$ cat src/logic/chan_acc_pkg.sv
package chan_acc_pkg;

  ////////////////////////////////////////////////////////////
  // Sizes of the stage

  localparam int DATA_WIDTH  = 32;
  localparam int IMAGE_WIDTH = 4;
  localparam int IMAGE_SIZE  = IMAGE_WIDTH * IMAGE_WIDTH;
  localparam int CHANNEL_NUM = 4;
  localparam int BANK_NUM    = 2;

  ////////////////////////////////////////////////////////////
  // Word and index types

  typedef logic [DATA_WIDTH-1:0]          pixel_t;
  typedef logic [$clog2(IMAGE_SIZE)-1:0]  pix_addr_t;
  // Bank bit on top of the pixel index
  typedef logic [$clog2(BANK_NUM)+$clog2(IMAGE_SIZE)-1:0] mem_addr_t;
  typedef logic [$clog2(CHANNEL_NUM)-1:0] chan_t;

  // State machines
  typedef enum logic [2:0] {
    ACC_IDLE, ACC_READ, ACC_ADD, ACC_WRITE, ACC_WAIT_BANK
  } acc_state_t;

  typedef enum logic [1:0] {
    DRN_IDLE, DRN_READ, DRN_SEND
  } drain_state_t;

endpackage

$ cat src/logic/psum_mem_if.sv
`timescale 1ns/1ps

// One requester's four-phase access to the partial-sum buffer
interface psum_mem_if import chan_acc_pkg::*; ();

  logic      req;
  logic      ack;
  logic      we;
  mem_addr_t addr;
  pixel_t    wdata;
  // Valid while ack is high on a read
  pixel_t    rdata;

  modport requester (
    output req, we, addr, wdata,
    input  ack, rdata
  );

  modport responder (
    input  req, we, addr, wdata,
    output ack, rdata
  );

endinterface

$ cat src/logic/chan_acc_top.sv
`timescale 1ns/1ps

module chan_acc_top import chan_acc_pkg::*; (
  input  logic   clk,
  input  logic   reset,
  input  logic   valid_in,
  input  pixel_t pxl_in,
  output logic   ready_in,
  output logic   valid_out,
  output pixel_t pxl_out,
  input  logic   ready_out
);

  // Bank handover between the two peers
  logic bank_full;
  logic full_bank;
  logic bank_free;

  psum_mem_if acc_mem ();
  psum_mem_if drn_mem ();
  psum_mem_if buf_mem ();

  ////////////////////////////////////////////////////////////
  // Peers

  channel_accumulator inst_acc (
    .clk      (clk      ),
    .reset    (reset    ),
    .valid_in (valid_in ),
    .pxl_in   (pxl_in   ),
    .ready_in (ready_in ),
    .bank_free(bank_free),
    .bank_full(bank_full),
    .full_bank(full_bank),
    .mem      (acc_mem  )
  );

  result_drain inst_drain (
    .clk      (clk      ),
    .reset    (reset    ),
    .bank_full(bank_full),
    .full_bank(full_bank),
    .bank_free(bank_free),
    .valid_out(valid_out),
    .pxl_out  (pxl_out  ),
    .ready_out(ready_out),
    .mem      (drn_mem  )
  );

  ////////////////////////////////////////////////////////////
  // Shared buffer

  psum_arbiter inst_arb (
    .clk    (clk    ),
    .reset  (reset  ),
    .acc_mem(acc_mem),
    .drn_mem(drn_mem),
    .buf_mem(buf_mem)
  );

  psum_buffer inst_buf (
    .clk  (clk    ),
    .reset(reset  ),
    .mem  (buf_mem)
  );

endmodule

$ cat src/logic/channel_accumulator.sv
`timescale 1ns/1ps

module channel_accumulator import chan_acc_pkg::*; (
  input  logic          clk,
  input  logic          reset,
  input  logic          valid_in,
  input  pixel_t        pxl_in,
  output logic          ready_in,
  input  logic          bank_free,
  output logic          bank_full,
  output logic          full_bank,
  psum_mem_if.requester mem
);

  acc_state_t          state;
  pix_addr_t           pix_cnt;
  chan_t               chan_cnt;
  logic                bank;
  // Next bank the drain will release
  logic                free_ptr;
  logic [BANK_NUM-1:0] pending;
  logic                req;
  pixel_t              pixel;
  pixel_t              sum;
  logic                last_pix;
  logic                last_chan;

  assign last_pix  = (pix_cnt == pix_addr_t'(IMAGE_SIZE - 1));
  assign last_chan = (chan_cnt == chan_t'(CHANNEL_NUM - 1));

  assign ready_in  = (state == ACC_IDLE);

  assign mem.req   = req;
  assign mem.we    = (state == ACC_WRITE);
  assign mem.addr  = {bank, pix_cnt};
  assign mem.wdata = sum;

  ////////////////////////////////////////////////////////////
  // Pixel and partial sum

  always_ff @(posedge clk) begin
    if (valid_in && ready_in) begin
      pixel <= pxl_in;
      // First channel starts the sum from zero
      if (chan_cnt == '0) begin
        sum <= pxl_in;
      end
    end else if (state == ACC_READ && req && mem.ack) begin
      sum <= mem.rdata;
    end else if (state == ACC_ADD) begin
      sum <= sum + pixel;
    end
  end

  ////////////////////////////////////////////////////////////
  // Control FSM and bank bookkeeping

  always_ff @(posedge clk) begin
    if (reset) begin
      state     <= ACC_WAIT_BANK;
      req       <= 1'b0;
      pix_cnt   <= '0;
      chan_cnt  <= '0;
      bank      <= 1'b0;
      free_ptr  <= 1'b0;
      pending   <= '0;
      bank_full <= 1'b0;
      full_bank <= 1'b0;
    end else begin
      bank_full <= 1'b0;
      if (bank_free) begin
        pending[free_ptr] <= 1'b0;
        free_ptr          <= ~free_ptr;
      end
      case (state)
        ACC_IDLE: begin
          if (valid_in) begin
            state <= (chan_cnt == '0) ? ACC_WRITE : ACC_READ;
          end
        end
        ACC_READ: begin
          if (req && mem.ack) begin
            req   <= 1'b0;
            state <= ACC_ADD;
          end else if (!req && !mem.ack) begin
            req <= 1'b1;
          end
        end
        ACC_ADD: begin
          state <= ACC_WRITE;
        end
        ACC_WRITE: begin
          if (req && mem.ack) begin
            req     <= 1'b0;
            state   <= ACC_IDLE;
            pix_cnt <= last_pix ? '0 : pix_cnt + 1'b1;
            if (last_pix) begin
              chan_cnt <= last_chan ? '0 : chan_cnt + 1'b1;
              if (last_chan) begin
                // Frame done so the bank goes to the drain
                bank_full     <= 1'b1;
                full_bank     <= bank;
                pending[bank] <= 1'b1;
                bank          <= ~bank;
                state         <= ACC_WAIT_BANK;
              end
            end
          end else if (!req && !mem.ack) begin
            req <= 1'b1;
          end
        end
        ACC_WAIT_BANK: begin
          if (!pending[bank]) begin
            state <= ACC_IDLE;
          end
        end
        default: state <= ACC_WAIT_BANK;
      endcase
    end
  end

endmodule

$ cat src/logic/psum_arbiter.sv
`timescale 1ns/1ps

module psum_arbiter (
  input logic           clk,
  input logic           reset,
  psum_mem_if.responder acc_mem,
  psum_mem_if.responder drn_mem,
  psum_mem_if.requester buf_mem
);

  // Grant is 0 for the accumulator and 1 for the drain
  logic grant;
  logic busy;
  logic last;
  logic win_req;
  logic pick;

  assign win_req = grant ? drn_mem.req : acc_mem.req;

  // On a tie the side that lost last time goes first
  assign pick = (acc_mem.req && drn_mem.req) ? ~last : drn_mem.req;

  ////////////////////////////////////////////////////////////
  // Grant tracking

  always_ff @(posedge clk) begin
    if (reset) begin
      grant <= 1'b0;
      busy  <= 1'b0;
      last  <= 1'b1;
    end else if (!busy) begin
      if (acc_mem.req || drn_mem.req) begin
        grant <= pick;
        busy  <= 1'b1;
      end
    end else if (!win_req && !buf_mem.ack) begin
      // Exchange fully closed on both sides
      busy <= 1'b0;
      last <= grant;
    end
  end

  ////////////////////////////////////////////////////////////
  // Request path toward the buffer

  assign buf_mem.req   = busy && win_req;
  assign buf_mem.we    = grant ? drn_mem.we    : acc_mem.we;
  assign buf_mem.addr  = grant ? drn_mem.addr  : acc_mem.addr;
  assign buf_mem.wdata = grant ? drn_mem.wdata : acc_mem.wdata;

  ////////////////////////////////////////////////////////////
  // Response path, winner only

  assign acc_mem.ack   = busy && !grant && buf_mem.ack;
  assign drn_mem.ack   = busy && grant && buf_mem.ack;
  assign acc_mem.rdata = (busy && !grant) ? buf_mem.rdata : '0;
  assign drn_mem.rdata = (busy && grant) ? buf_mem.rdata : '0;

endmodule

$ cat src/logic/psum_buffer.sv
`timescale 1ns/1ps

module psum_buffer import chan_acc_pkg::*; (
  input logic           clk,
  input logic           reset,
  psum_mem_if.responder mem
);

  pixel_t    ram [BANK_NUM][IMAGE_SIZE];
  pixel_t    rdata;
  logic      ack;
  logic      bank;
  pix_addr_t pix;
  logic      start;

  // Bank bit sits above the pixel index
  assign bank  = mem.addr[$bits(mem_addr_t)-1];
  assign pix   = mem.addr[$bits(pix_addr_t)-1:0];

  // New exchange seen, ack not yet raised
  assign start = mem.req && !ack;

  assign mem.ack   = ack;
  assign mem.rdata = rdata;

  always_ff @(posedge clk) begin
    if (reset) begin
      ack <= 1'b0;
    end else if (start) begin
      ack <= 1'b1;
    end else if (!mem.req) begin
      ack <= 1'b0;
    end
  end

  // Access happens on the edge that raises ack
  always_ff @(posedge clk) begin
    if (start) begin
      if (mem.we) begin
        ram[bank][pix] <= mem.wdata;
      end
      rdata <= ram[bank][pix];
    end
  end

endmodule

$ cat src/logic/result_drain.sv
`timescale 1ns/1ps

module result_drain import chan_acc_pkg::*; (
  input  logic          clk,
  input  logic          reset,
  input  logic          bank_full,
  input  logic          full_bank,
  output logic          bank_free,
  output logic          valid_out,
  output pixel_t        pxl_out,
  input  logic          ready_out,
  psum_mem_if.requester mem
);

  drain_state_t state;
  // Finished banks with the oldest in slot 0
  logic         queue [BANK_NUM];
  logic [1:0]   count;
  logic         slot;
  pix_addr_t    pix_cnt;
  logic         req;
  logic         last_pix;
  logic         pop;

  assign last_pix  = (pix_cnt == pix_addr_t'(IMAGE_SIZE - 1));
  assign pop       = (state == DRN_SEND) && ready_out && last_pix;

  // Push goes behind whatever stays after a pop
  assign slot      = pop ? (count == 2'd2) : (count == 2'd1);

  assign valid_out = (state == DRN_SEND);

  assign mem.req   = req;
  assign mem.we    = 1'b0;
  assign mem.addr  = {queue[0], pix_cnt};
  assign mem.wdata = '0;

  always_ff @(posedge clk) begin
    if (pop) begin
      queue[0] <= queue[1];
    end
    if (bank_full) begin
      queue[slot] <= full_bank;
    end
    if (state == DRN_READ && req && mem.ack) begin
      pxl_out <= mem.rdata;
    end
  end

  ////////////////////////////////////////////////////////////
  // Read one word and hold it until it is taken

  always_ff @(posedge clk) begin
    if (reset) begin
      state     <= DRN_IDLE;
      req       <= 1'b0;
      count     <= 2'd0;
      pix_cnt   <= '0;
      bank_free <= 1'b0;
    end else begin
      bank_free <= pop;
      count     <= count + {1'b0, bank_full} - {1'b0, pop};
      case (state)
        DRN_IDLE: begin
          if (count != 2'd0 && !mem.ack) begin
            req   <= 1'b1;
            state <= DRN_READ;
          end
        end
        DRN_READ: begin
          if (req && mem.ack) begin
            req   <= 1'b0;
            state <= DRN_SEND;
          end
        end
        DRN_SEND: begin
          if (ready_out) begin
            pix_cnt <= last_pix ? '0 : pix_cnt + 1'b1;
            state   <= DRN_IDLE;
          end
        end
        default: state <= DRN_IDLE;
      endcase
    end
  end

endmodule

$ cat config.mk
export PLATFORM = sky130hd
export DESIGN_NAME = chan_acc_top
export DESIGN_NICKNAME = d
export VERILOG_FILES = /design/src/logic/chan_acc_pkg.sv /design/src/logic/psum_mem_if.sv /design/src/logic/chan_acc_top.sv /design/src/logic/channel_accumulator.sv /design/src/logic/psum_arbiter.sv /design/src/logic/psum_buffer.sv /design/src/logic/result_drain.sv
export SDC_FILE = /design/constraint.sdc
export NUM_CORES = 1
export LEC_CHECK = 0
export ABC_AREA = 1
export BUFFER_PORTS_ARGS = -buffer_cell sky130_fd_sc_hd__buf_4
export CAP_MARGIN = 25
export CORE_MARGIN = 3
export CORE_UTILIZATION = 63
export CTS_CLUSTER_DIAMETER = 150
export DETAILED_ROUTE_END_ITERATION = 8
export GPL_TIMING_DRIVEN = 1
export PLACE_DENSITY_LB_ADDON = 0.05
export SLEW_MARGIN = 20
export SYNTH_ARGS = -nofsm -noshare
export SYNTH_HDL_FRONTEND = slang
export SYNTH_SLANG_ARGS = --single-unit
$ cat constraint.sdc
create_clock -name clk -period 5.5 [get_ports clk]
set_input_delay 0.55 -clock clk [delete_from_list [all_inputs] [get_ports clk]]
set_output_delay 0.55 -clock clk [all_outputs]
set_load 0.05 [all_outputs]
==> reports/summary.txt <==
relative slew slack: 32.6%
sink count of the clock tree: 1,184
Crit path arrival time: 4.38 ns
final setup vio count: 0
hold-critical path endpoint: inst_acc.pixel[14]$_DFFE_PP_
total of buffers placed on input and output ports: 69
minimum period implied by the final worst setup slack: 3.97 ns
maximum number of pins on one net before global-route repair: 153
first-pass GRT wire length: 187,000 um
TritonCTS Buffers: 115
worst IR drop on VDD: 347 uV
share of the yosys chip area belonging to registers: 70.8%
Fin Hold WS: 0.0387 ns
Worst R2R Start: inst_arb.grant$_SDFFE_PP0P_
number of violations reported at the end of detailed-routing iteration 0: 3,442
RSZ-0062 raised after global routing: false
fin cells: 5,516
class of the most critical setup path: register to register
endpoint of the most critical register-to-register path: inst_buf.mem.rdata[5]$_DFFE_PP_
width of the die: 287 um
Root Driver: clkbuf_16
number of standard cells after synthesis: 4,302
starting density of the core: 64.0%
Clock Pin Slew Worst Setup and Hold Paths: 0.07 ns
maximum fanout along the worst path: 136
area grow syn2layout: 12.3%
antenna violations before repair: 1
clock skew after layout: 0.0268 ns
CP Launch Type: register
final worst-path cycle share: 72.1%
clock insertion delay at the later pin of the skew report: 0.70 ns
# fillers: 5,300
quantity of gates resized following cts: 0
top_reg_cell synth: edfxtp_1
die area: 82,500 um^2
worst hold stages: 1
IO Count: 70
Fmax: 0.252 GHz
global-route total usage across every layer: 30.4%
number of vias in the routed layout: 32,300
Max Cap Viol: 0
Static Leak: 0.0207 uW
PwrDens: 350 nW/um^2
routed length per placed instance: 22.6 um
count of synthesis-stage warnings from yosys: 0
vias in the first global route: 30,300
Net count, final: 4,446
remaining design rule violation count: 0
setup slack of the most critical reg-to-reg path: 1.53 ns
final hold violation count: 0
number of register bits inferred by synthesis: 1,184
ys async rst share: 0%
library cell with the largest summed area after synthesis: edfxtp_1
most used standard cells in the synthesized netlist: 1,154 x edfxtp_1, 795 x nor2_1, 660 x nand2_1
TritonCTS clock tree: yes
post-synthesis instance area: 49,800 um^2
Overflow after GRT: 0
Post-Syn Nets: 4,377
Pre-antenna DRT Iters: 5
GP Congestion: 0.900
worst min-delay path class: primary input to register
Post-CTS Hold Fix Bufs: 0
post-CTS setup repair buffer count: 0
Worst Max-Slew Pin Slew: 1.01 ns
required time reported for the critical path endpoint: 5.91 ns
Detail Route Antenna Nets: 0
mean area per synthesized cell: 11.6 um^2
core box area: 77,800 um^2
total placed cells including tap cells: 5,287
worst min-delay path startpoint: pxl_in[14]
result of the run: finished clean
H-tree level count: 3
die outline height: 287 um
sum of routed wire length over all layers: 125,000 um
post-synthesis cell type count: 38
number of enable-type register cells in the synthesized netlist: 1,154
standard-cell rows: 102
depth of the most critical reg-to-reg path: 11
ratio of cells with drive above 1 in the final layout: 11.5%
main area contributors after synthesis: edfxtp_1 70%, nor2_1 6.0%, nand2_1 5.0%, o21ai_0 3.5%, o211ai_1 3.1%
Critical Path Source: inst_arb.grant$_SDFFE_PP0P_
TNS Setup: 0 ns
largest buffer count on any clock path: 3
via/cell ratio: 5.85
category of the worst setup path capture point: register
number of pins exceeding their max-slew limit in the final report: 0
library cell with the highest instance count after synthesis: edfxtp_1
area share of the largest cell type after synthesis: 69.6%
final HPWL from detailed placement: 74,500 um
## worst max-delay path by stage
stage	slack, ns	to	cells after the start
after floorplan	0.66	inst_buf.ram[0][160]$_DFFE_PP_	10
after global placement	1.66	inst_buf.mem.rdata[5]$_DFFE_PP_	11
after detailed placement	1.60	inst_buf.mem.rdata[5]$_DFFE_PP_	11
after CTS	1.58	inst_buf.mem.rdata[5]$_DFFE_PP_	11
after global routing	1.35	inst_buf.mem.rdata[5]$_DFFE_PP_	11
final	1.53	inst_buf.mem.rdata[5]$_DFFE_PP_	11
## cell usage in the layout (no fill, tap or decap), types with 29 or more instances in the layout
cell and instances:
edfxtp_1 1154, o21ai_0 347, clkinv_2 35, nand2_1 659, clkbuf_16 116, nand3_1 93, nor2_4 51, o21ai_1 148
dfxtp_1 29, or2_2 68, inv_1 400, nor2_1 726, or2_0 32, ha_1 38, a21oi_1 43, buf_4 133
o211ai_1 206
## kinds of logic after synthesis
| logic type | Yosys count | synth area share [%] |
|---|---|---|
| AND/OR/NAND/NOR | 1669 | 13.4 |
| XOR/XNOR | 15 | 0.264 |
| buffers and inverters | 610 | 5.25 |
| adder cells (fa/ha/maj) | 39 | 0.995 |
| AO/OA/AOI/OAI | 785 | 9.31 |
| flip-flops | 1184 | 70.8 |
## final cells by class
cell class / count / area, um^2 / share of cell area [%]
sequential: 1184 / 35300 / 63.0
multi-input combinational: 2508 / 12400 / 22.2
clock buffer: 130 / 2960 / 5.28
inverter: 404 / 1520 / 2.72
timing repair buffer: 158 / 1510 / 2.69
tap: 1040 / 1300 / 2.33
clock inverter: 90 / 1010 / 1.80
antenna: 2 / 5.00 / 0.00895
## power by group
group	switching (uW)	internal (uW)
Clock	3410	4780
Combinational	854	282
Sequential	33.0	10200
## layer usage
layer	track usage [%]	vias up	share of wire, %
met2	49.1	1387	48
met3	3.97	221	7.9
met1	43.0	15600	41
met5	0	-	0
li1	-	15000	-
met4	11.3	0	3.8
## stage by stage
| step | utilization, % | setup WS (ns) | total power, uW | cell area, um^2 |
|---|---|---|---|---|
| 6_report | 71.9 | 1.53 | 19600 | 55900 |
| 5_1_grt | 71.9 | 1.35 | 20100 | 55900 |
| 3_3_place_gp | 66.3 | 1.66 | 11500 | 51700 |
| 2_1_floorplan | - | 0.662 | 11100 | 49800 |
| 4_1_cts | 71.7 | 1.58 | 19600 | 55800 |
| 3_5_place_dp | 66.6 | 1.60 | 11500 | 51800 |
## registers in the layout (all words and copies together) (netlist names), 2 cells and up
name,count
inst_acc.pix_cnt,4
inst_drain.pxl_out,32
inst_drain.pix_cnt,4
inst_acc.chan_cnt,2
inst_buf.mem.rdata,32
inst_acc.mem.wdata,32
inst_drain.state,2
inst_drain.count,2
inst_acc.state,3
inst_acc.pending,2
inst_buf.ram,1024
inst_drain.queue,2
inst_acc.pixel,32
## critical path, cell delays in order, from the launching register on
cell and delay, ns:
dfxtp_2 0.45, buf_4 0.64, nand2_1 0.22, o21ai_4 0.25
inv_8 0.30, buf_12 0.32, nor2_1 0.18, nor2_1 0.06
o21ai_1 0.13, o21ai_1 0.10, o21ai_0 0.71, nand3_1 0.13
Power figures use the tool's default switching activity.
